### config.mk
export PLATFORM = sky130hd
export DESIGN_NAME = npc_gpr
export DESIGN_NICKNAME = d
export VERILOG_FILES = /design/src/verilog/npc_pkg.sv /design/src/verilog/npc_gpr.sv
export SDC_FILE = /design/constraint.sdc
export NUM_CORES = 2
export LEC_CHECK = 0
export BUFFER_PORTS_ARGS = -buffer_cell sky130_fd_sc_hd__buf_2
export CAP_MARGIN = 20
export CORE_ASPECT_RATIO = 0.6
export CORE_MARGIN = 4
export CORE_UTILIZATION = 46
export CTS_CLUSTER_DIAMETER = 80
export DETAILED_ROUTE_END_ITERATION = 8
export PLACE_DENSITY_LB_ADDON = 0.25
export SLEW_MARGIN = 10
export SYNTH_ARGS = -nofsm -noshare
export SYNTH_HDL_FRONTEND = slang
export SYNTH_SLANG_ARGS = --single-unit
### constraint.sdc
create_clock -name i_clk -period 5 [get_ports i_clk]
set_input_delay 0 -clock i_clk [delete_from_list [all_inputs] [get_ports i_clk]]
set_output_delay 0 -clock i_clk [all_outputs]
set_load 0.02 [all_outputs]
### src/verilog/npc_pkg.sv
// Core widths, reset PC and decode enums shared across the npc core
`default_nettype none

package npc_pkg;

  localparam int XLEN = 64;
  localparam int ILEN = 32;
  localparam logic [XLEN-1:0] PC_RESET = '0;

  typedef enum logic [6:0] {
    OPC_LUI    = 7'b0110111,
    OPC_AUIPC  = 7'b0010111,
    OPC_JAL    = 7'b1101111,
    OPC_JALR   = 7'b1100111,
    OPC_BRANCH = 7'b1100011,
    OPC_LOAD   = 7'b0000011,
    OPC_STORE  = 7'b0100011,
    OPC_OP_IMM = 7'b0010011,
    OPC_OP     = 7'b0110011
  } opcode_e;

  typedef enum logic [3:0] {
    ALU_ADD, ALU_SUB, ALU_SLL, ALU_SLT, ALU_SLTU, ALU_XOR,
    ALU_SRL, ALU_SRA, ALU_OR, ALU_AND, ALU_COPY_B
  } alu_op_e;

  // Unsigned compares share BLT/BGE, the ALU op tells them apart
  typedef enum logic [2:0] {
    BR_NONE = 3'b000,
    BR_JAL  = 3'b001,
    BR_JALR = 3'b010,
    BR_BEQ  = 3'b100,
    BR_BNE  = 3'b101,
    BR_BLT  = 3'b110,
    BR_BGE  = 3'b111
  } branch_e;

  typedef enum logic [2:0] {
    MEM_B = 3'b000, MEM_H = 3'b001, MEM_W = 3'b010, MEM_D = 3'b011,
    MEM_BU = 3'b100, MEM_HU = 3'b101, MEM_WU = 3'b110
  } mem_op_e;

  typedef enum logic [1:0] {SRC_B_RS2, SRC_B_IMM, SRC_B_FOUR} alu_src_b_e;

endpackage

`default_nettype wire

### src/verilog/npc_gpr.sv
// 32 x 64 register file, two read ports and one write port
`default_nettype none

module npc_gpr (
  input  logic                     i_clk,
  input  logic [4:0]               i_ra,
  input  logic [4:0]               i_rb,
  input  logic [4:0]               i_waddr,
  input  logic [npc_pkg::XLEN-1:0] i_wdata,
  input  logic                     i_wen,
  output logic [npc_pkg::XLEN-1:0] o_bus_a,
  output logic [npc_pkg::XLEN-1:0] o_bus_b
);
  import npc_pkg::*;

  logic [XLEN-1:0] regs [32];

  always_ff @(posedge i_clk) begin
    if (i_wen) regs[i_waddr] <= i_wdata;
  end

  assign o_bus_a = (i_ra == 5'd0) ? '0 : regs[i_ra];  // x0 is hardwired zero
  assign o_bus_b = (i_rb == 5'd0) ? '0 : regs[i_rb];

endmodule

`default_nettype wire

== Yosys cells after proc, flatten, opt, wreduce, memory -nomap -nowiden ==
Memory sizes are Yosys's and may differ from the RTL's.
Cells that the tools add are included.

* Register bits after elaboration: 0
* Bits in latches: 0
* Bits in writable memories: 2,048
* Bits in read-only memories: 0
* Bits of input ports: 81
* Output and inout port bits: 128
* Logic and storage cells: 7
* Memories: 1

{| class="wikitable"
|+ Memory list
! memory !! depth !! bits a word !! read ports !! clocked after Yosys merged registers in !! write ports !! line !! source
|-
| regs || 32 || 64 || 2 || 0 || 1 || npc_gpr.sv:16 || <nowiki>logic [XLEN-1:0] regs [32];</nowiki>
|}

* Add/subtract/negate cells: 0
* $mul: 0
* Div/mod/pow operators: 0
* $lt $le $gt $ge: 0
* Eq/ne operators: 0
* Shift operators: 0
* Muxes and demuxes: 4
* Bitwise logic cells: 0
* Reduce and logical (&&, ||, !) cells: 2

{| class="wikitable"
|+ Operators by type and width
! cell !! number
|-
| 2-to-1 mux 64 bit || 2
|-
| logical NOT 5 bit || 2
|-
| 2-to-1 mux 1 bit || 2
|}

== Depth between registers and ports, before layout ==
* Word-level depth: 2
* Mapped depth: 10
* Depth with buffers taken out: 4

== Worst setup path before layout ==
Ideal clock, no wire load.

* Path type: input to register
* Start: in i_waddr[1]
* End: mem regs[12][0], enable pin
* Library setup time: 0.486 ns
* Arrival: 3.336 ns
* Data required time: 4.514 ns
* Setup slack: 1.178 ns
* Cell stages on the path: 3
* Path buffers: 1
* Cell sequence: or3b_2 -> clkbuf_1 -> nor2_1

{| class="wikitable"
|+ RTL lines
! what !! line !! source
|-
| start, declared || npc_gpr.sv:8 || <nowiki>input logic [4:0] i_waddr,</nowiki>
|-
| end, declared || npc_gpr.sv:16 ||
|}

Straight into the memory's write port.

== Final worst setup path ==
* Start: in i_rb[3]
* End: out o_bus_b[59] in the netlist's numbering

* Longest elaborated chain between the ends: 2
* Elaborated cells on any way between the ends: 3
* Those cells by class: 1 x mux; 1 x reduce/logical; 1 x memory

{| class="wikitable"
|+ RTL lines
! what !! line !! source
|-
| start, declared || npc_gpr.sv:7 || <nowiki>input logic [4:0] i_rb,</nowiki>
|-
| memory read (32 x 64 bit) / logical NOT 5 bit (equally long branches) || -- ||
|-
| 2-to-1 mux 64 bit * || npc_gpr.sv:23 || <nowiki>assign o_bus_b = (i_rb == 5'd0) ? '0 : regs[i_rb];</nowiki>
|-
| end, declared || npc_gpr.sv:12 || <nowiki>output logic [npc_pkg::XLEN-1:0] o_bus_b</nowiki>
|}

Every way passes the cells marked *; elsewhere a longest branch is shown, timed or not.

==> impl_metrics.py <==
metrics = {
    "route": {
        "detailroute.via_count": 54000,
        "firstDrtPassIters": 8,
        "drc": 0,
        "detail-route-antenna-nets": 0,
        "wirelength_mm": 293,
        "drt_iter0_drc": 7961,
        "wl_per_cell_um": 37.7,
        "viasPerCell": 6.94,
    },
    "worst_setup_path": {
        "cpPeakStageDelay_ns": 0.66,
        "critical_path.max_fanout": 32,
        "cp_slowest_cell": "and2_4",
        "cp-start-kind": "primary input",
        "cp_top_family": "buffers and inverters",
        "crit_type": "primary input to primary output",
        "endpoint_kind": "primary output",
        "path_buf_inv": 4,
        "critical_path_arrival_ns": 3.18,
        "cp_cell_sequence": "buf_2 > buf_4 > and2_4 > buf_4 > a22o_1 > a211o_1 > and3_1 > buf_2",
        "required_ns": 5.00,
    },
    "floorplanning": {
        "fp.dieW_um": 593,
        "ios": 209,
        "dieHeight_um": 359,
        "dieArea_mm2": 0.213,
        "core_area_mm2": 0.204,
        "start_util_pct": 46.4,
        "fp-row-count": 128,
    },
    "yosys": {
        "synth-edff-count": 2048,
        "synthCells": 4664,
        "synth_seq_area_share_pct": 65.2,
        "ys_warn_count": 0,
        "ys_ff_latch": 2048,
        "synthFlopType": "edfxtp_1",
        "syn_avg_cell_area_um2": 20.2,
        "netlist-cell-type-count": 50,
        "async_flop_share_pct": 0,
        "syn_area_mm2": 0.0944,
        "synth_fp_nets": 4745,
    },
    "cells_and_area": {
        "multiInputGateArea_mm2": 0.0312,
        "largest_reg_flops": 2048,
        "seq_area_mm2": 0.0615,
        "reg_top3": "regs x2048",
        "fill_cells": 15800,
        "drive_gt1_share_pct": 33.4,
        "largest-register": "regs",
        "area_growth_pct": 12.0,
        "nets": 4979,
        "stdcell_count": 7774,
    },
    "placement": {
        "placed_cells": 7367,
        "gp_congestion": 0.790,
        "port_buffers": 208,
        "hpwl_mm": 154,
    },
    "power_and_ir_drop": {
        "vdd_drop_max_mv": 0.276,
        "leakagePower_nw": 33.9,
        "pwr_density_cell_mw_per_mm2": 350,
    },
    "clocking": {
        "cts_root_buf": "clkbuf_16",
        "path_clk_slew_ns": 0.07,
        "clock_path_buffers": 4,
        "cts_buffers": 193,
        "clock-sinks": 2048,
        "cts_tree": "yes",
        "ctsResizeCount": 0,
        "h-tree-depth": 4,
    },
    "global_routing": {
        "grt_first_pass_wirelength_mm": 413,
        "grt_max_degree": 108,
        "track_usage_pct": 27.2,
        "grt_pass1_vias": 53200,
        "grt_antenna_before_repair": 18,
        "gr-total-overflow": 0,
    },
    "timing": {
        "layout_min_cycle_time_ns": 3.18,
        "fin_crit_sh_pct": 63.6,
        "slew_violations": 0,
        "setup_viol": 0,
        "rsz0062_at_grt": "no",
        "hold_viol": 0,
        "setup_tns_ns": 0,
        "tightest_slew_ns": 1.21,
        "fmax_ghz": 0.315,
        "slew_headroom_pct": 19.3,
    },
    "status": {
        "status": "finished, final reports clean",
    },
    "min_path": {
        "hp-class": "primary input to flop",
    },
    "flow_run": {
        "maxCapViolCount": 0,
    },
}
==> metal layers <==
layer / global-route usage [%] / vias to the layer above / wire, um
li1: - / 20900 / -
met1: 40.5 / 29000 / 117000
met2: 40.6 / 3604 / 133000
met3: 6.42 / 531 / 33900
met4: 7.42 / 6 / 8740
met5: 0.225 / - / 63
==> cells by family after synthesis <==
group,share of synthesized area [%]
mux,26.9
flops,65.2
buf+inv,2.09
simple gates,2.00
compound gates,3.87
==> layout by cell type (no fill, tap or decap), drive strengths merged, types with 3 or more instances in the layout <==
cell type    Yosys  layout
edfxtp        2048    2048
mux4           881     881
mux2i          387     387
buf            234     353
clkbuf         147     242
mux2           148     148
o22ai          114     114
nand2           83      83
clkinv           0      73
dlygate4sd3      0      66
a221oi          65      65
a22o            63      63
and3            63      63
nand3           62      62
a211o           61      61
o221ai          58      58
a22oi           58      58
or2             48      48
nor2            39      39
bufinv           0      15
or3             11      11
nor2b            9       9
nand3b           8       8
a21oi            8       8
o211ai           8       8
nor4             8       8
nor3             8       8
diode            0       6
clkinvlp         0       6
nand2b           6       6
o2111a           5       5
or3b             5       5
o221a            4       4
a31o             3       3
inv              3       3
a221o            3       3
a21boi           3       3
nor3b            3       3
==> area by class of cell <==
type,instances,share of cell area (%)
Sequential cell,2048,58.2
Multi-Input combinational cell,2232,29.6
Inverter,3,0.0107
Clock inverter,94,0.784
Antenna cell,6,0.0142
Tap cell,2730,3.23
Timing Repair Buffer,420,3.38
Clock buffer,241,4.84
==> power breakdown <==
group / internal [W] / switching (W) / total, W
Combinational: 0.00136 / 0.00203 / 0.00339
Clock: 0.00799 / 0.00643 / 0.0144
Sequential: 0.0191 / 0.0000832 / 0.0192
==> final timing paths <==
| path | from | endpoint | slack (ns) | cells past startpoint |
|---|---|---|---|---|
| setup / recovery | i_rb[3] | o_bus_b[59] | 1.82 | 8 |
| hold / removal | i_waddr[3] | regs[17][3]$_DFFE_PP_ | 0.03 | 3 |
==> stage by stage <==
step / hold WS (ns) / setup WS [ns] / total power (W) / instance area, um2 / utilization [%]
after floorplan: 0.0989 / 1.18 / 0.0216 / 94400 / -
after global placement: 0.500 / 1.95 / 0.0229 / 99100 / 48.7
after detailed placement: 0.510 / 1.94 / 0.0229 / 99100 / 48.7
after CTS: 0.00464 / 1.84 / 0.0372 / 106000 / 51.9
after global routing: 0.0304 / 1.81 / 0.0382 / 106000 / 51.9
final: 0.0348 / 1.82 / 0.0370 / 106000 / 51.9
==> timing repair <==
| item | 4_1_cts | 5_1_grt |
|---|---|---|
| buffers inserted | 0 | 0 |
| endpoints found under the hold margin | 2051 | 0 |
| hold buffers | 66 | 0 |
==> cells in the mapped netlist, types with 3 or more instances <==
library cell     n  area, um2
o211ai_1         8       60.1
a211o_1         61        534
nand2_1         83        312
a22oi_1         58        435
or3_1           11       68.8
o2111a_1         5       56.3
inv_1            3       11.3
a221oi_1        65        569
nand3b_1         8       60.1
buf_1           19       71.3
a221o_1          3       30.0
a21oi_1          8       40.0
a22o_1          63        552
nand3_1         62        310
mux2i_1        387       3870
buf_2          144        721
mux2_1          10        113
nand2b_1         6       37.5
nor2b_1          9       56.3
nor2_1          39        146
mux4_2         881      19800
o221a_2          4       45.0
nor3_1           7       35.0
a31o_1           3       26.3
o22ai_1        114        713
or2_1           46        288
buf_4           48        360
mux2_2         138       1550
edfxtp_1      2048      61500
o221ai_1        58        508
buf_6           23        259
clkbuf_1       146        548
a21boi_0         3       22.5
or3b_2           5       43.8
nor4_1           7       43.8
and3_1          63        394
No activity file was read; power rests on OpenSTA's default activity.
