**config.mk**
```make
export PLATFORM = sky130hd
export DESIGN_NAME = npc_bru_flat
export DESIGN_NICKNAME = d
export VERILOG_FILES = /design/src/verilog/npc_pkg.sv /design/src/verilog/npc_ctrl_if.sv /design/src/verilog/npc_bru.sv /design/src/flat_wrapper.sv
export SDC_FILE = /design/constraint.sdc
export NUM_CORES = 1
export LEC_CHECK = 0
export BUFFER_PORTS_ARGS = -buffer_cell sky130_fd_sc_hd__clkbuf_2
export CAP_MARGIN = 20
export CORE_MARGIN = 5
export CORE_UTILIZATION = 54
export DETAILED_ROUTE_END_ITERATION = 12
export GPL_TIMING_DRIVEN = 0
export PLACE_DENSITY = 0.86
export SLEW_MARGIN = 40
export SYNTH_ARGS = -nofsm -noshare
export SYNTH_HDL_FRONTEND = slang
export SYNTH_SLANG_ARGS = --single-unit
```
**constraint.sdc**
```tcl
create_clock -name i_clk -period 6.3 [get_ports i_clk]
set_clock_uncertainty 0.2 [all_clocks]
set_input_delay 1.26 -clock i_clk [delete_from_list [all_inputs] [get_ports i_clk]]
set_output_delay 1.26 -clock i_clk [all_outputs]
set_load 0.02 [all_outputs]
```
**src/verilog/npc_pkg.sv**
```systemverilog
// Core widths, reset PC and decode enums shared across the npc core
`default_nettype none

package npc_pkg;

  localparam int XLEN = 64;
  localparam int ILEN = 32;
  localparam logic [XLEN-1:0] PC_RESET = '0;

  typedef enum logic [6:0] {
    OPC_LUI    = 7'b0110111,
    OPC_AUIPC  = 7'b0010111,
    OPC_JAL    = 7'b1101111,
    OPC_JALR   = 7'b1100111,
    OPC_BRANCH = 7'b1100011,
    OPC_LOAD   = 7'b0000011,
    OPC_STORE  = 7'b0100011,
    OPC_OP_IMM = 7'b0010011,
    OPC_OP     = 7'b0110011
  } opcode_e;

  typedef enum logic [3:0] {
    ALU_ADD, ALU_SUB, ALU_SLL, ALU_SLT, ALU_SLTU, ALU_XOR,
    ALU_SRL, ALU_SRA, ALU_OR, ALU_AND, ALU_COPY_B
  } alu_op_e;

  // Unsigned compares share BLT/BGE, the ALU op tells them apart
  typedef enum logic [2:0] {
    BR_NONE = 3'b000,
    BR_JAL  = 3'b001,
    BR_JALR = 3'b010,
    BR_BEQ  = 3'b100,
    BR_BNE  = 3'b101,
    BR_BLT  = 3'b110,
    BR_BGE  = 3'b111
  } branch_e;

  typedef enum logic [2:0] {
    MEM_B = 3'b000, MEM_H = 3'b001, MEM_W = 3'b010, MEM_D = 3'b011,
    MEM_BU = 3'b100, MEM_HU = 3'b101, MEM_WU = 3'b110
  } mem_op_e;

  typedef enum logic [1:0] {SRC_B_RS2, SRC_B_IMM, SRC_B_FOUR} alu_src_b_e;

endpackage

`default_nettype wire

```
**src/verilog/npc_ctrl_if.sv**
```systemverilog
// Decoded control and operand bundle with per-block modports
`default_nettype none

interface npc_ctrl_if;
  import npc_pkg::*;

  logic [XLEN-1:0] imm;
  logic [4:0]      ra, rb, rd;
  logic            reg_wr;
  logic            alu_a_src;   // 0 rs1, 1 pc
  alu_src_b_e      alu_b_src;
  alu_op_e         alu_ctr;
  branch_e         branch;
  logic            mem_to_reg;
  logic            mem_wr;
  mem_op_e         mem_op;

  modport idu_mp (output imm, ra, rb, rd, reg_wr, alu_a_src, alu_b_src, alu_ctr,
                  branch, mem_to_reg, mem_wr, mem_op);
  modport exu_mp (input alu_a_src, alu_b_src, alu_ctr, imm);
  modport bru_mp (input branch, imm);
  modport lsu_mp (input mem_wr, mem_op);

endinterface

`default_nettype wire

```
**src/verilog/npc_bru.sv**
```systemverilog
// Branch decision, next-PC adder and program counter register
`default_nettype none

module npc_bru (
  input  logic                     i_clk,
  input  logic                     i_reset,
  npc_ctrl_if.bru_mp               ctrl,
  input  logic [npc_pkg::XLEN-1:0] i_rs1,
  input  logic                     i_less,
  input  logic                     i_zero,
  output logic [npc_pkg::XLEN-1:0] o_pc
);
  import npc_pkg::*;

  logic            take;      // Offset is imm rather than 4
  logic            base_rs1;  // Adder base is rs1 rather than pc
  logic [XLEN-1:0] sum;

  always_comb begin
    take     = 1'b0;
    base_rs1 = 1'b0;
    case (ctrl.branch)
      BR_JAL:  take = 1'b1;
      BR_JALR: begin
        take     = 1'b1;
        base_rs1 = 1'b1;
      end
      BR_BEQ:  take = i_zero;
      BR_BNE:  take = ~i_zero;
      BR_BLT:  take = i_less;
      BR_BGE:  take = ~i_less;
      default: take = 1'b0;
    endcase
  end

  assign sum = (base_rs1 ? i_rs1 : o_pc) + (take ? ctrl.imm : XLEN'(4));

  always_ff @(posedge i_clk) begin
    if (i_reset) o_pc <= PC_RESET;
    else         o_pc <= {sum[XLEN-1:1], sum[0] & ~base_rs1};  // JALR drops bit 0
  end

endmodule

`default_nettype wire

```
**src/flat_wrapper.sv**
```systemverilog
// flat-port wrapper written by rule: the top's interface ports become plain ports
module npc_bru_flat import npc_pkg::*;
  (i_clk, i_reset, i_rs1, i_less, i_zero, o_pc, ctrl_branch, ctrl_imm);
  npc_ctrl_if ctrl_i ();
  input  logic i_clk;
  input  logic i_reset;
  input  logic [npc_pkg::XLEN-1:0] i_rs1;
  input  logic i_less;
  input  logic i_zero;
  output logic [npc_pkg::XLEN-1:0] o_pc;
  input wire logic [$bits(ctrl_i.branch)-1:0] ctrl_branch;
  input wire logic [$bits(ctrl_i.imm)-1:0] ctrl_imm;
  assign ctrl_i.branch = ctrl_branch;
  assign ctrl_i.imm = ctrl_imm;
  npc_bru u_core (.i_clk(i_clk), .i_reset(i_reset), .ctrl(ctrl_i), .i_rs1(i_rs1), .i_less(i_less), .i_zero(i_zero), .o_pc(o_pc));
endmodule
```
# Yosys cells after proc, flatten, opt, wreduce, memory -nomap -nowiden
# Index checks and enable logic that the tools add are counted.
word_totals:
  regBits: 64
  input_bits: 135
  wordCells: 17
classes:
  addsub: 1
  n_eq_ne: 6
  n_mux: 4
  bitwise_logic: 4
  n_reduce_logical: 1
op_table:
  columns: ["op", "count"]
  rows:
  - ["$mux W64", 2]
  - ["$add A64 B64 Y64", 1]
  - ["$eq A3 B3 Y1 const B", 4]
  - ["$pmux W1 S5", 1]
  - ["$eq A3 B1 Y1 const B", 1]
  - ["$eq A3 B2 Y1 const B", 1]
  - ["$not A1 Y1", 3]
  - ["$reduce_or A2 Y1", 1]
  - ["$and A1 B1 Y1", 1]
  - ["$mux W1", 1]

# Logic depth before layout (Yosys ltp)
depth:
  word_depth: 6
  mapped_depth: 16

# Worst setup path after synthesis
# No wires, ideal clock.
synth_path:
  kind: "in2reg"
  startpoint: "input ctrl_branch[0]"
  endpoint: "register u_core.o_pc[54] (netlist bit)"
  setup_ns: 0.134
  t_arrival_ns: 5.079
  required_ns: 5.966
  path_slack_ns: 0.887
  path_stages: 15
  path_buffers: 2
  path_cell_list: "nor3b_1 -> clkbuf_1 -> clkbuf_1 -> mux2_2 -> ha_1 -> fa_1 -> a211oi_2 -> o21bai_4 -> o211ai_4 -> o21ai_4 -> a21oi_4 -> o41ai_4 -> a21oi_2 -> nor4_1 -> or4_1"
synth_between:
  elab_chain_len: 5
  word_cells_on_any_way: 12
  cone_classes: "add/sub: 1; eq/ne: 6; mux: 4; reduce/logical: 1"
synth_rtl:
  columns: ["item", "line_no", "source"]
  rows:
  - ["from (decl)", "flat_wrapper.sv:11", "input wire logic [$bits(ctrl_i.branch)-1:0] ctrl_branch;"]
  - ["$eq A3 B1 Y1 / $eq A3 B2 Y1 (equally long branches)", "npc_bru.sv:22", "case (ctrl.branch)"]
  - ["$reduce_or A2 Y1 (no line)", null, null]
  - ["$pmux W1 S5", "npc_bru.sv:22", null]
  - ["$mux W64", "npc_bru.sv:36", "assign sum = (base_rs1 ? i_rs1 : o_pc) + (take ? ctrl.imm : XLEN'(4));"]
  - ["$add A64 B64 Y64 *", "npc_bru.sv:36", null]
  - ["to (signal assigned)", "npc_bru.sv:40", "else o_pc <= {sum[XLEN-1:1], sum[0] & ~base_rs1};"]
  - ["to (decl)", "npc_bru.sv:11", "output logic [npc_pkg::XLEN-1:0] o_pc"]
# Every way passes the cells marked *; elsewhere a longest branch is shown, timed or not.
# A chain may end at the register's enable or synchronous reset.

# Worst setup path in the final report
# Ends and elaborated chain as after synthesis.

==> impl_metrics.csv <==
group,metric,value,unit
outcome,outcome,"finished, final reports clean",
pwr,leakage,0.004061,µW
pwr,p_clk_share,18.2,%
timing,holdWs,0.5866,ns
logic_synthesis,synth-edff-count,0,
pwr,p_sw,1301,µW
pwr,p_comb_share,60.7,%
worst_setup_path,cp_max_fo,10,
clock_network,cts.clk_slew.worst_paths,0.06,ns
logic_synthesis,ys_top_cells_by_area,"dfxtp_1 18%, ha_1 11%, mux2_2 11%",
cells_and_area,final_util,67.49,%
worst_setup_path,startpoint_type,"input pin",
die,row_count,41,
placed_design,port_buffers,198,
die,core_area,0.01272,mm²
routing,drc,0,
pwr,power.density,331.9,mW/mm²
logic_synthesis,seq_area_frac_synth,18.12,%
cells_and_area,area_growth,21.45,%
routing,vias_per_cell,5.936,
worst_setup_path,path_buf_inv,3,
timing,max_freq,168.8,MHz
cells_and_area,top_register,"u_core.o_pc",
clock_network,clk_path_buf_depth,2,
clock_network,cts_tree,"done",
logic_synthesis,ys_ff_latch,64,
logic_synthesis,yosys_warnings,0,
global_route,grt_pass1_wl,35530,µm
clock_network,cts.sinks,64,
placed_design,placed_area,0.008283,mm²
die,die_h,124.4,µm
worst_setup_path,end_kind,"flop",
worst_setup_path,arrival,5.92,ns
worst_setup_path,cpMostUsedCell,"clkbuf_2",
logic_synthesis,synth_area_leader_cell,"dfxtp_1",
timing,fin_crit,5.923,ns
routing,ant_nets,0,
clock_network,numCtsBuffers,9,
global_route,grtUsageTotal,27.42,%
die,dieArea,0.01548,mm²
logic_synthesis,yosysMostFrequentCell,"nor2_1",
timing,worst_pin_slew,0.7788,ns
global_route,overflow,0,
timing,maxSlewViolCount,0,
logic_synthesis,ys_async_sr_fraction,0,%
clock_network,ctsHtreeMaxLevel,3,
routing,routed_wl,21830,µm
placed_design,gp_congestion,0.9650,
cells_and_area,drive_above_1_share,27.98,%
logic_synthesis,yosysUniqueCellTypes,74,
clock_network,clk_latency,0.35,ns
routing,drt_pass1_iterations,6,
worst_setup_path,cpPeakStageDelay,0.58,ns
die,num_io_pins,199,
timing,period_share,94.01,%
cells_and_area,n_antenna_cell,0,
logic_synthesis,synthesis.nets,1100,
global_route,grt_max_degree,11,
placed_design,hpwl,17430,µm
flow_run,cap_violations,0,
timing,hold_violations,0,
logic_synthesis,synth.cell_area,0.007069,mm²
worst_setup_path,path_cells,"clkbuf_2 > nor3b_1 > clkbuf_2 > clkbuf_2 > mux2_2 > ha_1 > fa_1 > a211oi_2 > o21bai_4 > o211ai_4 > o21ai_4 > a21oi_4 > o41ai_4 > a21oi_2 > nor4_1 > or4_1",
min_path,holdCritPathClass,"flop to flop",
min_path,min_path_cells,4,
pwr,intPower,1549,µW
worst_setup_path,r2r_cells,12,
worst_setup_path,crit_family,"compound AO/OA/AOI/OAI gates",
cells_and_area,nNetsFinal,1309,
timing,max_slew_margin,48.08,%
worst_setup_path,crit_type,"input pin to flop",
logic_synthesis,syn_area_per_cell,7.846,µm²
pwr,peakVddDrop,0.1907,mV
routing,drtIter0Drc,744,
timing,rsz0062_at_grt,"no",
pwr,p_sw_share,45.65,%
timing,setup-tns-final,0,ns
cells_and_area,largest_register_ffs,64,
worst_setup_path,critPathRequiredTime,6.29,ns
die,die_w,124.4,µm
pwr,p_seq_share,21.0,%
cells_and_area,fin_area,0.008586,mm²
logic_synthesis,synth_top_area_share,18.12,%
global_route,grt_pass1_vias,7308,
worst_setup_path,worst_path_max_delay_cell,"or4_1",
logic_synthesis,ys.flop_type,"dfxtp_1",
die,start_util,55.57,%
routing,vias,7639,
worst_setup_path,cp.depth,16,
clock_network,post_cts_buffers,0,
global_route,antenna_found_initial,0,
logic_synthesis,synthTopCellsByCount,"86 x nor2_1, 77 x a21oi_1, 72 x and2_1",
routing,wire_per_inst,16.96,µm
timing,setup_violations,0,
cells_and_area,largestRegisters,"u_core.o_pc (64)",
clock_network,clockRootBuffer,"clkbuf_16",
logic_synthesis,synthCells,901,
## final timing paths
kind	start	end	slack, ns
max	ctrl_branch[0]	u_core.o_pc[54]$_SDFF_PP0_	0.38
min	u_core.o_pc[63]$_SDFF_PP0_	u_core.o_pc[63]$_SDFF_PP0_	0.59
max reg2reg	u_core.o_pc[0]$_SDFF_PP0_	u_core.o_pc[54]$_SDFF_PP0_	2.32
min reg2reg	u_core.o_pc[63]$_SDFF_PP0_	u_core.o_pc[63]$_SDFF_PP0_	0.59
## stage by stage
stage                     power (µW)  cells  worst slack (ns)
final                           2849   1287            0.3773
after global placement          2271   1271           -0.2118
after detailed placement        2300   1271           -0.3542
after floorplan                 1862    901            0.8869
after global routing            3053   1287            0.1916
after CTS                       2833   1287            0.2366
## cell families (layout without fill, tap and decap cells)
logic type | Yosys count | count (layout) | synth area share, %
mux | 75 | 75 | 11.86
compound gates | 258 | 258 | 24.90
simple gates | 330 | 330 | 24.48
fa+ha+maj | 64 | 64 | 11.43
buf+inv | 71 | 285 | 4.372
flops | 64 | 64 | 18.12
xor+xnor | 39 | 39 | 4.832
## placed cells by master (no fill, tap or decap), types with 10 or more instances in the layout
master    Yosys  layout
a21o_1       37      37
a21oi_1      77      77
and2_1       72      72
clkbuf_1     41      41
clkbuf_2      0     200
dfxtp_1      64      64
ha_1         63      63
inv_1        20      20
mux2_2       66      66
nand2_1      55      55
nand3_1      10      10
nand4_1      24      24
nor2_1       86      86
nor2b_1      10      10
nor3_1       22      22
o21a_1       14      14
o21ai_0      38      38
o21bai_1     13      13
xnor2_1      26      26
xor2_1       13      12
## final cells by class
| class | instances | area [µm²] |
|---|---|---|
| fillers | 1148 | 4136 |
| flip-flops and latches | 64 | 1281 |
| plain buffers | 51 | 236.5 |
| well taps | 172 | 215.2 |
| clock inverters | 3 | 40.04 |
| repair buffers | 198 | 991.0 |
| inverters | 20 | 75.07 |
| multi-input cells | 766 | 5487 |
| clock buffers | 13 | 260.3 |
## power by group through the flow
stage | clock, µW | combinational (µW) | sequential (µW)
final | 520 | 1730 | 599
after global routing | 540 | 1900 | 614
after CTS | 524 | 1710 | 599
after detailed placement | 0 | 1690 | 607
after global placement | 0 | 1670 | 601
after floorplan | 0 | 1110 | 755
## metal layers
metal / GRT usage, % / vias up / part of all wire (%)
met5: 0 / - / 0
met4: 11.35 / 0 / 3.4
met3: 5.017 / 50 / 8.0
met2: 43.19 / 362 / 44
met1: 36.83 / 3520 / 45
li1: - / 3707 / -
## worst min-delay path, cell delays in order (launching register included)
cell	delay, ns
dfxtp_1	0.32
mux2i_1	0.08
xnor2_1	0.15
a21oi_1	0.13
nor3b_1	0.06
## what timing repair did
item	in CTS	in global routing
endpoints found under the setup margin	1	1
hold buffers	0	0
gates resized for setup	1	2
Power figures use the tool's default switching activity.
