`config.mk`:
```
export PLATFORM = sky130hd
export DESIGN_NAME = npc_idu_flat
export DESIGN_NICKNAME = d
export VERILOG_FILES = /design/src/verilog/npc_pkg.sv /design/src/verilog/npc_ctrl_if.sv /design/src/verilog/npc_idu.sv /design/src/flat_wrapper.sv
export SDC_FILE = /design/constraint.sdc
export NUM_CORES = 1
export LEC_CHECK = 0
export BUFFER_PORTS_ARGS = -buffer_cell sky130_fd_sc_hd__buf_2
export CELL_PAD_IN_SITES_DETAIL_PLACEMENT = 1
export CELL_PAD_IN_SITES_GLOBAL_PLACEMENT = 2
export CORE_MARGIN = 5
export CORE_UTILIZATION = 16
export DETAILED_ROUTE_END_ITERATION = 12
export GPL_TIMING_DRIVEN = 0
export PLACE_DENSITY_LB_ADDON = 0.1
export SLEW_MARGIN = 5
export SYNTH_ARGS = -nofsm -noshare
export SYNTH_HDL_FRONTEND = slang
export SYNTH_SLANG_ARGS = --single-unit
```
`constraint.sdc`:
```
create_clock -name vclk -period 2.45
set_input_delay 0 -clock vclk [all_inputs]
set_output_delay 0 -clock vclk [all_outputs]
set_load 0.02 [all_outputs]
```
`src/verilog/npc_pkg.sv`:
```
// Core widths, reset PC and decode enums shared across the npc core
`default_nettype none

package npc_pkg;

  localparam int XLEN = 64;
  localparam int ILEN = 32;
  localparam logic [XLEN-1:0] PC_RESET = '0;

  typedef enum logic [6:0] {
    OPC_LUI    = 7'b0110111,
    OPC_AUIPC  = 7'b0010111,
    OPC_JAL    = 7'b1101111,
    OPC_JALR   = 7'b1100111,
    OPC_BRANCH = 7'b1100011,
    OPC_LOAD   = 7'b0000011,
    OPC_STORE  = 7'b0100011,
    OPC_OP_IMM = 7'b0010011,
    OPC_OP     = 7'b0110011
  } opcode_e;

  typedef enum logic [3:0] {
    ALU_ADD, ALU_SUB, ALU_SLL, ALU_SLT, ALU_SLTU, ALU_XOR,
    ALU_SRL, ALU_SRA, ALU_OR, ALU_AND, ALU_COPY_B
  } alu_op_e;

  // Unsigned compares share BLT/BGE, the ALU op tells them apart
  typedef enum logic [2:0] {
    BR_NONE = 3'b000,
    BR_JAL  = 3'b001,
    BR_JALR = 3'b010,
    BR_BEQ  = 3'b100,
    BR_BNE  = 3'b101,
    BR_BLT  = 3'b110,
    BR_BGE  = 3'b111
  } branch_e;

  typedef enum logic [2:0] {
    MEM_B = 3'b000, MEM_H = 3'b001, MEM_W = 3'b010, MEM_D = 3'b011,
    MEM_BU = 3'b100, MEM_HU = 3'b101, MEM_WU = 3'b110
  } mem_op_e;

  typedef enum logic [1:0] {SRC_B_RS2, SRC_B_IMM, SRC_B_FOUR} alu_src_b_e;

endpackage

`default_nettype wire

```
`src/verilog/npc_ctrl_if.sv`:
```
// Decoded control and operand bundle with per-block modports
`default_nettype none

interface npc_ctrl_if;
  import npc_pkg::*;

  logic [XLEN-1:0] imm;
  logic [4:0]      ra, rb, rd;
  logic            reg_wr;
  logic            alu_a_src;   // 0 rs1, 1 pc
  alu_src_b_e      alu_b_src;
  alu_op_e         alu_ctr;
  branch_e         branch;
  logic            mem_to_reg;
  logic            mem_wr;
  mem_op_e         mem_op;

  modport idu_mp (output imm, ra, rb, rd, reg_wr, alu_a_src, alu_b_src, alu_ctr,
                  branch, mem_to_reg, mem_wr, mem_op);
  modport exu_mp (input alu_a_src, alu_b_src, alu_ctr, imm);
  modport bru_mp (input branch, imm);
  modport lsu_mp (input mem_wr, mem_op);

endinterface

`default_nettype wire

```
`src/verilog/npc_idu.sv`:
```
// Instruction decoder and immediate generator
`default_nettype none

module npc_idu (
  input  logic [npc_pkg::ILEN-1:0] i_inst,
  npc_ctrl_if.idu_mp               ctrl
);
  import npc_pkg::*;

  opcode_e         opcode;
  logic [2:0]      funct3;
  logic            reg_wr;
  logic [XLEN-1:0] imm_i, imm_s, imm_b, imm_u, imm_j;

  // Bit 30 picks SUB only for register ops, SRA for both
  function automatic alu_op_e alu_from_funct(input logic [2:0] f3, input logic alt,
                                             input logic is_reg);
    case (f3)
      3'b000:  return (is_reg && alt) ? ALU_SUB : ALU_ADD;
      3'b001:  return ALU_SLL;
      3'b010:  return ALU_SLT;
      3'b011:  return ALU_SLTU;
      3'b100:  return ALU_XOR;
      3'b101:  return alt ? ALU_SRA : ALU_SRL;
      3'b110:  return ALU_OR;
      default: return ALU_AND;
    endcase
  endfunction

  assign opcode = opcode_e'(i_inst[6:0]);
  assign funct3 = i_inst[14:12];

  // ##########################################################################
  // Immediates
  assign imm_i = {{(XLEN-12){i_inst[31]}}, i_inst[31:20]};
  assign imm_s = {{(XLEN-12){i_inst[31]}}, i_inst[31:25], i_inst[11:7]};
  assign imm_b = {{(XLEN-13){i_inst[31]}}, i_inst[31], i_inst[7], i_inst[30:25],
                  i_inst[11:8], 1'b0};
  assign imm_u = {{(XLEN-32){i_inst[31]}}, i_inst[31:12], 12'b0};
  assign imm_j = {{(XLEN-21){i_inst[31]}}, i_inst[31], i_inst[19:12], i_inst[20],
                  i_inst[30:21], 1'b0};

  // ##########################################################################
  // Control decode
  always_comb begin
    ctrl.ra         = i_inst[19:15];
    ctrl.rb         = i_inst[24:20];
    ctrl.rd         = i_inst[11:7];
    ctrl.imm        = '0;
    reg_wr          = 1'b0;
    ctrl.alu_a_src  = 1'b0;
    ctrl.alu_b_src  = SRC_B_RS2;
    ctrl.alu_ctr    = ALU_ADD;
    ctrl.branch     = BR_NONE;
    ctrl.mem_to_reg = 1'b0;
    ctrl.mem_wr     = 1'b0;
    ctrl.mem_op     = MEM_B;
    case (opcode)
      OPC_LUI: begin
        reg_wr = 1'b1;  ctrl.imm = imm_u;
        ctrl.alu_b_src = SRC_B_IMM;  ctrl.alu_ctr = ALU_COPY_B;
      end
      OPC_AUIPC: begin
        reg_wr = 1'b1;  ctrl.imm = imm_u;
        ctrl.alu_a_src = 1'b1;  ctrl.alu_b_src = SRC_B_IMM;
      end
      OPC_JAL, OPC_JALR: begin  // Link is pc + 4 through the ALU
        reg_wr = 1'b1;
        ctrl.alu_a_src = 1'b1;  ctrl.alu_b_src = SRC_B_FOUR;
        ctrl.imm    = (opcode == OPC_JAL) ? imm_j : imm_i;
        ctrl.branch = (opcode == OPC_JAL) ? BR_JAL : BR_JALR;
      end
      OPC_BRANCH: begin
        ctrl.imm = imm_b;
        case (funct3)
          3'b000:  begin ctrl.branch = BR_BEQ;  ctrl.alu_ctr = ALU_SUB;  end
          3'b001:  begin ctrl.branch = BR_BNE;  ctrl.alu_ctr = ALU_SUB;  end
          3'b100:  begin ctrl.branch = BR_BLT;  ctrl.alu_ctr = ALU_SLT;  end
          3'b101:  begin ctrl.branch = BR_BGE;  ctrl.alu_ctr = ALU_SLT;  end
          3'b110:  begin ctrl.branch = BR_BLT;  ctrl.alu_ctr = ALU_SLTU; end
          3'b111:  begin ctrl.branch = BR_BGE;  ctrl.alu_ctr = ALU_SLTU; end
          default: ctrl.branch = BR_NONE;
        endcase
      end
      OPC_LOAD: begin
        reg_wr = 1'b1;  ctrl.mem_to_reg = 1'b1;  ctrl.imm = imm_i;
        ctrl.alu_b_src = SRC_B_IMM;  ctrl.mem_op = mem_op_e'(funct3);
      end
      OPC_STORE: begin
        ctrl.mem_wr = 1'b1;  ctrl.imm = imm_s;
        ctrl.alu_b_src = SRC_B_IMM;  ctrl.mem_op = mem_op_e'(funct3);
      end
      OPC_OP_IMM: begin
        reg_wr = 1'b1;  ctrl.imm = imm_i;  ctrl.alu_b_src = SRC_B_IMM;
        ctrl.alu_ctr = alu_from_funct(funct3, i_inst[30], 1'b0);
      end
      OPC_OP: begin
        reg_wr = 1'b1;
        ctrl.alu_ctr = alu_from_funct(funct3, i_inst[30], 1'b1);
      end
      default: reg_wr = 1'b0;  // Unknown opcode is a no-op
    endcase
  end

  assign ctrl.reg_wr = reg_wr && (i_inst[11:7] != 5'd0);  // Never write x0

endmodule

`default_nettype wire

```
`src/flat_wrapper.sv`:
```
// flat-port wrapper written by rule: the top's interface ports become plain ports
module npc_idu_flat import npc_pkg::*;
  (i_inst, ctrl_imm, ctrl_ra, ctrl_rb, ctrl_rd, ctrl_reg_wr, ctrl_alu_a_src, ctrl_alu_b_src, ctrl_alu_ctr, ctrl_branch, ctrl_mem_to_reg, ctrl_mem_wr, ctrl_mem_op);
  npc_ctrl_if ctrl_i ();
  input  logic [npc_pkg::ILEN-1:0] i_inst;
  output wire logic [$bits(ctrl_i.imm)-1:0] ctrl_imm;
  output wire logic [$bits(ctrl_i.ra)-1:0] ctrl_ra;
  output wire logic [$bits(ctrl_i.rb)-1:0] ctrl_rb;
  output wire logic [$bits(ctrl_i.rd)-1:0] ctrl_rd;
  output wire logic [$bits(ctrl_i.reg_wr)-1:0] ctrl_reg_wr;
  output wire logic [$bits(ctrl_i.alu_a_src)-1:0] ctrl_alu_a_src;
  output wire logic [$bits(ctrl_i.alu_b_src)-1:0] ctrl_alu_b_src;
  output wire logic [$bits(ctrl_i.alu_ctr)-1:0] ctrl_alu_ctr;
  output wire logic [$bits(ctrl_i.branch)-1:0] ctrl_branch;
  output wire logic [$bits(ctrl_i.mem_to_reg)-1:0] ctrl_mem_to_reg;
  output wire logic [$bits(ctrl_i.mem_wr)-1:0] ctrl_mem_wr;
  output wire logic [$bits(ctrl_i.mem_op)-1:0] ctrl_mem_op;
  assign ctrl_imm = ctrl_i.imm;
  assign ctrl_ra = ctrl_i.ra;
  assign ctrl_rb = ctrl_i.rb;
  assign ctrl_rd = ctrl_i.rd;
  assign ctrl_reg_wr = ctrl_i.reg_wr;
  assign ctrl_alu_a_src = ctrl_i.alu_a_src;
  assign ctrl_alu_b_src = ctrl_i.alu_b_src;
  assign ctrl_alu_ctr = ctrl_i.alu_ctr;
  assign ctrl_branch = ctrl_i.branch;
  assign ctrl_mem_to_reg = ctrl_i.mem_to_reg;
  assign ctrl_mem_wr = ctrl_i.mem_wr;
  assign ctrl_mem_op = ctrl_i.mem_op;
  npc_idu u_core (.i_inst(i_inst), .ctrl(ctrl_i));
endmodule
```
## Word level (Yosys, flattened, before mapping)

Index checks and enable logic that the tools add are counted.

| cells by class | value |
|---|---|
| eq/ne operators | 16 |
| muxes and demuxes | 17 |
| reductions and logical operators | 15 |

Operators by type and width:

| cell | count |
|---|---|
| $pmux W64 S5 | 1 |
| $pmux W4 S7 | 2 |
| $eq A7 B6 Y1 const B | 3 |
| $eq A7 B7 Y1 const B | 3 |
| $mux W20 | 1 |
| $reduce_or A2 Y1 | 9 |
| $pmux W4 S4 | 1 |
| $eq A7 B5 Y1 const B | 2 |
| $eq A3 B3 Y1 const B | 4 |
| $pmux W3 S4 | 1 |
| $pmux W3 S3 | 1 |
| $eq A7 B2 Y1 const B | 1 |
| $reduce_or A7 Y1 | 1 |
| $eq A3 B2 Y1 const B | 2 |
| $mux W1 | 6 |
| $pmux W3 S2 | 1 |
| $reduce_bool A5 Y1 | 1 |
| $reduce_or A5 Y1 | 1 |
| $pmux W2 S2 | 1 |
| $eq A3 B1 Y1 const B | 1 |
| $logic_not A3 Y1 | 1 |
| $mux W3 | 1 |
| $reduce_or A3 Y1 | 1 |
| $mux W2 | 1 |
| $logic_and A1 B1 Y1 | 1 |

| word-level totals | value |
|---|---|
| flip-flop bits (word level) | 0 |
| input bits | 32 |

## Logic depth before layout (Yosys ltp)

Gate-level depths: netlist of run 1.

| logic depth | value |
|---|---|
| word-level depth | 4 |
| gate-level depth with buffers | 7 |
| gate-level depth less buffers | 5 |

## Worst setup path after synthesis of run 1

OpenSTA, ideal clock, no wires.

| timing path | value |
|---|---|
| path type | in2out |
| from | input i_inst[6] (netlist name) |
| to | output ctrl_imm[32] |
| arrival time | 2.456 ns |
| slack | -0.006 ns |
| cell stages on the path | 7 |
| buffers on the path | 3 |
| cells stage by stage | buf_2 nand2b_1 nor3_4 buf_2 nor2_1 nor2_1 buf_4 |

| on the way | value |
|---|---|
| word-level cells in the longest chain between the ends | 3 |
| elaborated cells between the ends (all ways) | 12 |

Ends and longest elaborated chain:

| what | line | text |
|---|---|---|
| from (decl) | flat_wrapper.sv:5 | `input logic [npc_pkg::ILEN-1:0] i_inst;` |
| $eq A7 B2 Y1, or another cell as far along | npc_idu.sv:58 | `case (opcode)` |
| $reduce_or A2 Y1 (no source line) | - |  |
| $pmux W64 S5 * | npc_idu.sv:58 |  |
| to (decl) | flat_wrapper.sv:6 | `output wire logic [$bits(ctrl_i.imm)-1:0] ctrl_imm;` |

Mark *: on every way between the ends. The rest lies on a longest branch, timed or not.

## Final worst setup path of run 1

| timing path | value |
|---|---|
| from | input i_inst[6] (netlist name) |
| to | output ctrl_imm[41] |

Same word-level chain as after synthesis.

==> impl_results.md, run 1 <==
* Critical Path Source: i_inst[6]
* Crit path launch type: input port
* Cells after Synth at 154
* Syn. warnings at 0
* Post-cts resize count at 1
* Final hold vios at 0
* Number of antenna violations at the first check in global routing at 0
* Fmax at 503 MHz
* Core Util, Final at 26.6%
* CP required at 2.45 ns
* Final Total Pwr at 233 uW
* Placed inst area at 1890 um2
* Vias per inst at 3.93
* GRT overflow at 0
* Post-DP HPWL at 4380 um
* Share of layout cells above drive strength 1 at 69.7%
* Max cap viols at 0
* Syn Area/Cell at 7.47 um2
* IO Port Bufs at 123
* Setup violators final at 0
* Seq/Total Area, Yosys at 0%
* WL final at 5130 um
* Status: finished, final reports clean
* Detailed Route Iter0 Violations at 15
* Crit Path Class: input port to output port
* Final Wtd Congestion at 0.722
* Post-cts hold buffer count at 0
* Final instance area at 1900 um2
* Die Area at 8980 um2
* Syn nets at 186
* Fin crit share at 81.1%
* WL/cell at 13.6 um
* Die width at 94.8 um
* Hold path endpoint: ctrl_mem_op[2]
* Core ar. at 7140 um2
* Initial Util at 16.1%
* Reg area at 0 um2
* GRT Overall Usage at 10.3%
* Hold path depth at 3
* Final TNS setup at 0 ns
* Worst setup margin at 0.464 ns
* Post-route DRC violation count at 0
* Hold/Removal Path Class: input port to output port
* Inserted Diodes at 0
* Tightest Pin Transition at 0.647 ns
* CP Max Fanout at 33
* Synthesis-to-layout area growth at 65.0%
* Slew HR at 56.7%
* Die Y at 94.8 um
* Leak at 1.33 nW
* DRT antenna net count at 0
* # IOs at 127
* Worst VDD drop at 0.0000312 V
* Post-CTS Setup Bufs at 0
* Vias in the first global route at 1442
* FFs & Latches at 0
* Dpl ws at 0.0222 ns
* Largest net degree at the start of global routing at 34
* Cell row count at 31
* Final #Nets at 311
* RSZ-0062 raised after global routing: false
* HP Start: i_inst[4]
* Crit path time final at 1.99 ns
* P per Cell Area at 123 nW/um2
* Crit path arrival time at 1.99 ns
* First-pass GRT wire length at 7690 um
* Netlist Area Pre-Place at 1150 um2
* Crit end category: output port
* Drt pass-1 iters at 4
* Vias at 1477
* Pins Over Slew Limit at 0
* Unique masters post-synth at 40
* # clk buffers at 0
power breakdown:
group,switching (mW),internal [mW],total [mW]
registers,0,0,0
logic,0.132,0.100,0.233
clock network,0,0,0
Yosys cell counts, types with 2 or more instances:
| master | instances | area share [%] |
|---|---|---|
| buf_2 | 2 | 0.87 |
| o22ai_1 | 3 | 1.6 |
| nand2_1 | 10 | 3.3 |
| inv_1 | 4 | 1.3 |
| o21ai_0 | 4 | 1.7 |
| o211ai_1 | 2 | 1.3 |
| nor3_1 | 4 | 1.7 |
| o21ai_1 | 2 | 0.87 |
| buf_4 | 47 | 31 |
| or2_1 | 2 | 1.1 |
| a22o_1 | 5 | 3.8 |
| and2_1 | 9 | 4.9 |
| a21o_1 | 19 | 12 |
| nand2b_1 | 3 | 1.6 |
| nor2_1 | 7 | 2.3 |
| buf_6 | 6 | 5.9 |
| a21oi_1 | 2 | 0.87 |
cell usage in the layout (no fill, tap or decap), types with 2 or more instances in the layout:
| cell type | n |
|---|---|
| buf_2 | 125 |
| o21ai_1 | 2 |
| o211ai_1 | 2 |
| a21oi_1 | 2 |
| buf_4 | 47 |
| a22o_1 | 5 |
| a21o_1 | 19 |
| nor3_1 | 4 |
| nand2_1 | 10 |
| nor2_1 | 6 |
| buf_6 | 6 |
| or2_1 | 2 |
| inv_1 | 4 |
| and2_1 | 9 |
| o22ai_1 | 3 |
| nand2b_1 | 3 |
| o21ai_0 | 4 |
worst max-delay path: stages:
cell and delay [ns]:
buf_2 0.17, nand2b_1 0.23, nor3_4 0.30, buf_2 0.29, nor2_1 0.10, nor2_4 0.51, buf_4 0.21, buf_2 0.16
per-layer routing:
| metal | share of wire [%] | global-route usage, % | wire (um) | up-vias |
|---|---|---|---|---|
| li1 | - | - | - | 734 |
| met1 | 45 | 13.8 | 2300 | 679 |
| met2 | 48 | 18.7 | 2450 | 64 |
| met3 | 7.3 | 1.12 | 376 | 0 |
| met4 | 0 | 0 | 0 | 0 |
| met5 | 0 | 0 | 0 | - |
metrics by stage:
stage	hold slack, ns	std cells
floorplan	0.113	154
global placement	0.320	376
detailed placement	0.318	376
finish	0.315	376
global route	0.338	376
CTS	0.319	376
worst max path at each step:
| stage | end | cells after the start |
|---|---|---|
| 6_report | ctrl_imm[41] | 8 |
| 5_1_grt | ctrl_imm[41] | 8 |
| 4_1_cts | ctrl_imm[42] | 8 |
| 3_5_place_dp | ctrl_imm[42] | 8 |
| 3_3_place_gp | ctrl_imm[41] | 8 |
| 2_1_floorplan | ctrl_imm[32] | 7 |
layout make-up:
type,instances,area (um2)
well taps,99,124
multi-input cells,93,702
plain buffers,56,434
repair buffers,123,616
inverters,5,21.3
fillers,941,5240
cell families (layout without fill, tap and decap cells):
| logic type | count (synthesis) | in the layout | synth area share [%] |
|---|---|---|---|
| and+or+nand+nor | 45 | 45 | 25.2 |
| AOI/OAI and AO/OA | 47 | 47 | 33.8 |
| muxes | 1 | 1 | 1.31 |
| buffers and inverters | 61 | 184 | 39.6 |
Power figures use the tool's default switching activity.
==> run 2: changes to the inputs <==
- clock period: 2.45 -> 1.87 ns (I/O delays scaled with it)
==> run 2 against run 1 <==
Sequential cell count stayed put; sequential share of layout area is the same; critical path depth increased by 1; design area is 4.0% higher; power grew 34%; wire length is 2.8% higher; cell count increased by 1.6%; via count increased by 0.95%; worst setup slack got worse by 0.31 ns; non-clock buffer count is 5 higher; die area did not move; core utilization increased by 1.1 points; critical path type unchanged.
==> impl_results.md, run 2 (synthesized netlist as in run 1, its figures left out) <==
* Status: finished, final reports clean
* Max cap viols at 0 (unchanged)
* Cell row count at 31 (unchanged)
* Fmax at 583 MHz
* First-pass GRT wire length at 7850 um (+2.0%)
* Vias at 1491 (+0.95%)
* Setup violators final at 0 (unchanged)
* P per Cell Area at 158 nW/um2 (+29%)
* IO Port Bufs at 123 (unchanged)
* Drt pass-1 iters at 4 (unchanged)
* Final Wtd Congestion at 0.666 (-7.7%)
* WL final at 5270 um (+2.8%)
* CP most frequent cell: buf_2
* Post-route DRC violation count at 0 (unchanged)
* Reg area at 0 um2 (unchanged)
* Worst-path cell chain: buf_2 > nand2b_1 > nor3_4 > clkbuf_4 > nor2_1 > nor2_4 > buf_12 > buf_4 > buf_2
* Largest net degree at the start of global routing at 18 (-47%)
* Pins Over Slew Limit at 0 (unchanged)
* Final hold vios at 0 (unchanged)
* Crit path arrival time at 1.71 ns (-0.28 ns)
* DRT antenna net count at 0 (unchanged)
* Dpl ws at -0.191 ns (-0.213 ns)
* Worst VDD drop at 0.0000402 V (+29%)
* Crit end category: output port
* Die Y at 94.8 um (unchanged)
* # clk buffers at 0 (unchanged)
* Synthesis-to-layout area growth at 71.6%
* Die width at 94.8 um (unchanged)
* Core Util, Final at 27.6% (+1.1 points)
* Final Total Pwr at 313 uW (+34%)
* GRT Overall Usage at 10.6% (+0.34 points)
* Leak at 1.36 nW (+2.6%)
* Placed inst area at 1900 um2 (+0.26%)
* Worst setup margin at 0.155 ns (-0.309 ns)
* Crit path launch type: input port
* Die Area at 8980 um2 (unchanged)
* Hold/Removal Path Class: input port to output port
* Final #Nets at 317 (+1.9%)
* Critical path's slowest cell: nor3_4
* FFs & Latches at 0 (unchanged)
* Final instance area at 1970 um2 (+4.0%)
* Share of layout cells above drive strength 1 at 70.3% (+0.64 points)
* Worst Hold Slack at 0.317 ns (+0.00226 ns)
* CP Max Fanout at 17 (-48%)
* CP bufs+invs at 5 (+1)
* Crit Path Class: input port to output port
* # IOs at 127 (unchanged)
* Inserted Diodes at 0 (unchanged)
* Tightest Pin Transition at 0.460 ns (-0.187 ns)
* Most common cell after layout, fill and taps aside: buf_2
* Max stage delay on crit path at 0.34 ns (-0.17 ns)
* Detailed Route Iter0 Violations at 36 (+21)
* Vias per inst at 3.90 (-0.64%)
* WL/cell at 13.8 um (+1.1%)
* Post-DP HPWL at 4350 um (-0.72%)
* Core ar. at 7140 um2 (unchanged)
* Crit path time final at 1.71 ns
* Fillcell total at 927 (-1.5%)
* Fin crit share at 91.7%
* Slew HR at 69.2% (+12 points)
* Most frequent cells in the layout: 124 x buf_2, 50 x buf_4, 19 x a21o_1, 10 x nand2_1, 9 x and2_1
* GRT overflow at 0 (unchanged)
* Initial Util at 16.1% (unchanged)
* Vias in the first global route at 1457 (+1.0%)
* CP required at 1.87 ns (-0.58 ns)
* CP top delay family: buffers and inverters
* Number of antenna violations at the first check in global routing at 0 (unchanged)
-- run 2: cell types whose count changed in the layout (fill, tap and decap cells not counted) --
| cell | delta |
|---|---|
| buf_12 | +2 |
| clkbuf_4 | +1 |
| nor2_4 | +1 |
| buf_2 | -1 |
| buf_4 | +3 |
-- run 2: worst paths after layout --
kind,slack (ns),endpoint,cells past startpoint,start
setup / recovery,0.16,ctrl_imm[37],9,i_inst[6]
hold / removal,0.32,ctrl_mem_op[2],3,i_inst[4]
-- run 2: routing by layer --
| metal | share of wire, % | wire length (um) | track usage, % |
|---|---|---|---|
| met1 | 45 | 2370 | 14.4 |
| met5 | 0 | 0 | 0 |
| met3 | 7.0 | 367 | 1.20 |
| met2 | 48 | 2530 | 19.3 |
| met4 | 0 | 0 | 0 |
-- run 2: final cells by class --
class / count / area [um2] / area share (%)
Timing Repair Buffer: 128 / 678 / 34.4
Inverter: 5 / 21.3 / 1.08
Tap cell: 99 / 124 / 6.28
Buffer: 56 / 437 / 22.1
Multi-Input combinational cell: 94 / 713 / 36.1
-- run 2: timing repair --
item                       4_1_cts  5_1_grt
resized for setup                1        1
hold buffers                     0        0
pin swaps                        1        2
hold endpoints to repair         0        0
gates cloned                     1        0
setup buffers                    1        4
setup endpoints to repair       33       33
-- run 2: through the flow --
stage / TNS [ns] / std cells
after floorplan: 0 / 154
after global placement: -5.80 / 376
after detailed placement: -5.89 / 376
after CTS: 0 / 378
after global routing: -0.000292 / 382
final: 0 / 382
-- run 2: where the power goes --
group | total (mW) | internal (mW) | leakage, nW | switching (mW)
clock | 0 | 0 | 0 | 0
sequential | 0 | 0 | 0 | 0
combinational | 0.313 | 0.136 | 1.36 | 0.176
==> run 3: changes to the inputs <==
- CORE_UTILIZATION: 16 -> 15
- clock period: 1.87 -> 1.4 ns (I/O delays scaled with it)
==> run 3 against run 2 <==
Power is 36% higher; worst hold slack better by 0.0061 ns; global-route usage is 0.38 points lower; worst setup slack worse by 0.051 ns; sequential share of layout area stayed put; largest power group unchanged; first-iteration DRC count is 61% lower; combinational power is 36% higher.
==> impl_results.md, run 3 (synthesized netlist as in run 1, its figures left out) <==
* Status: finished, final reports clean
* Die width at 97.6 um (+2.9%)
* FFs & Latches at 0 (unchanged)
* Post-DP HPWL at 4390 um (+0.82%)
* Setup violators final at 0 (unchanged)
* Fillcell total at 972 (+4.9%)
* GRT overflow at 0 (unchanged)
* Die Area at 9520 um2 (+6.0%)
* Worst-path cell chain: buf_6 > mux2_4 > o22ai_4 > nor2_4 > nor2_4 > buf_12 > buf_4 > buf_2
* Most frequent cells in the layout: 123 x buf_2, 51 x buf_4, 19 x a21o_1, 10 x nand2_1
* Hold/Removal Path Class: input port to output port
* CP required at 1.40 ns (-0.47 ns)
* WL/cell at 13.7 um (-0.60%)
* Tightest Pin Transition at 0.414 ns (-0.0458 ns)
* Critical path's slowest cell: mux2_4
* Max stage delay on crit path at 0.34 ns (about the same)
* Worst VDD drop at 0.0000687 V (+71%)
* Share of layout cells above drive strength 1 at 71.5% (+1.2 points)
* Final Wtd Congestion at 0.725 (+8.8%)
* Post-route DRC violation count at 0 (unchanged)
* # clk buffers at 0 (unchanged)
* Vias per inst at 3.86 (-1.1%)
* Max cap viols at 0 (unchanged)
* # IOs at 127 (unchanged)
* Fmax at 772 MHz
* Crit Path Class: input port to output port
* Number of antenna violations at the first check in global routing at 0 (unchanged)
* CP most frequent cell: nor2_4
* IO Port Bufs at 123 (unchanged)
* Critical Path Source: i_inst[5]
* Initial Util at 15.1% (-1.0 points)
* Largest net degree at the start of global routing at 18 (unchanged)
* DRT antenna net count at 0 (unchanged)
* WL final at 5290 um (+0.44%)
* HP Start: i_inst[19]
* Slew HR at 72.4% (+3.2 points)
* Final #Nets at 318 (+0.32%)
* Final instance area at 2010 um2 (+1.8%)
* Crit path launch type: input port
* Leak at 1.38 nW (+1.1%)
* Vias in the first global route at 1580 (+8.4%)
* Crit path time final at 1.30 ns
* CP Max Fanout at 17 (unchanged)
* Synthesis-to-layout area growth at 74.6%
* Reg area at 0 um2 (unchanged)
* Post-route insts no fill at 386 (+1.0%)
* Fin crit share at 92.5%
* Core ar. at 7610 um2 (+6.6%)
* Die Y at 97.6 um (+2.9%)
* P per Cell Area at 212 nW/um2 (+34%)
* Post-cts hold buffer count at 0 (unchanged)
* Multi-input logic area at 736 um2 (+3.2%)
* Drt pass-1 iters at 3 (-1)
* Detailed Route Iter0 Violations at 14 (-61%)
* Most common cell after layout, fill and taps aside: buf_2
* Placed inst area at 1930 um2 (+1.8%)
* Post-Place Cells at 379 (+0.80%)
* Final hold vios at 0 (unchanged)
* Pins Over Slew Limit at 0 (unchanged)
* Crit end category: output port
* First-pass GRT wire length at 8360 um (+6.5%)
* GRT Overall Usage at 10.3% (-0.38 points)
* Crit path arrival time at 1.30 ns (-0.41 ns)
* Vias at 1490 (-0.067%)
* Inserted Diodes at 0 (unchanged)
* Cell row count at 32 (+3.2%)
* RSZ-0062 raised after global routing: false
[run 3: area by class of cell]
cell class | instances | share of cell area [%]
Multi-Input combinational cell | 94 | 36.6
Timing Repair Buffer | 129 | 33.5
Buffer | 56 | 22.4
Tap cell | 102 | 6.36
Inverter | 5 | 1.06
[run 3: stage by stage]
step | TNS [ns] | total power, mW | hold WS (ns) | utilization, % | worst slack [ns]
3_5_place_dp | -16.54 | 0.421 | 0.327 | 25.4 | -0.510
6_report | 0 | 0.425 | 0.324 | 26.4 | 0.104
2_1_floorplan | -1.53 | 0.268 | 0.113 | - | -0.0495
4_1_cts | 0 | 0.432 | 0.327 | 26.3 | 0.0566
5_1_grt | 0 | 0.461 | 0.341 | 26.4 | 0.0248
3_3_place_gp | -16.03 | 0.422 | 0.326 | 25.4 | -0.497
[run 3: timing repair]
| action | 4_1_cts | 5_1_grt |
|---|---|---|
| resized for setup | 1 | 2 |
| buffers inserted | 6 | 0 |
| endpoints found under the hold margin | 0 | 0 |
| pin swaps | 4 | 0 |
| cloned | 1 | 0 |
| endpoints found under the setup margin | 33 | 2 |
[run 3: path summary, 6_finish.rpt]
| path | slack, ns | cells after the start | endpoint |
|---|---|---|---|
| setup / recovery | 0.10 | 8 | ctrl_imm[39] |
| hold / removal | 0.32 | 3 | ctrl_ra[4] |
[run 3: per-layer routing]
metal	global-route usage [%]	wire length (um)	vias to the layer above
met5	0	0	-
met4	0	0	0
met3	1.58	342	0
met2	19.3	2670	67
met1	13.0	2270	667
li1	-	-	756
[run 3: critical path: cells and delay by family]
family	cells	cell delay [ns]
AOI/OAI and AO/OA	1	0.19
buffers and inverters	4	0.54
and+or+nand+nor	2	0.23
muxes	1	0.34
[run 3: power breakdown]
part / switching [mW] / internal, mW / total [mW]
Clock: 0 / 0 / 0
Combinational: 0.238 / 0.187 / 0.425
Sequential: 0 / 0 / 0
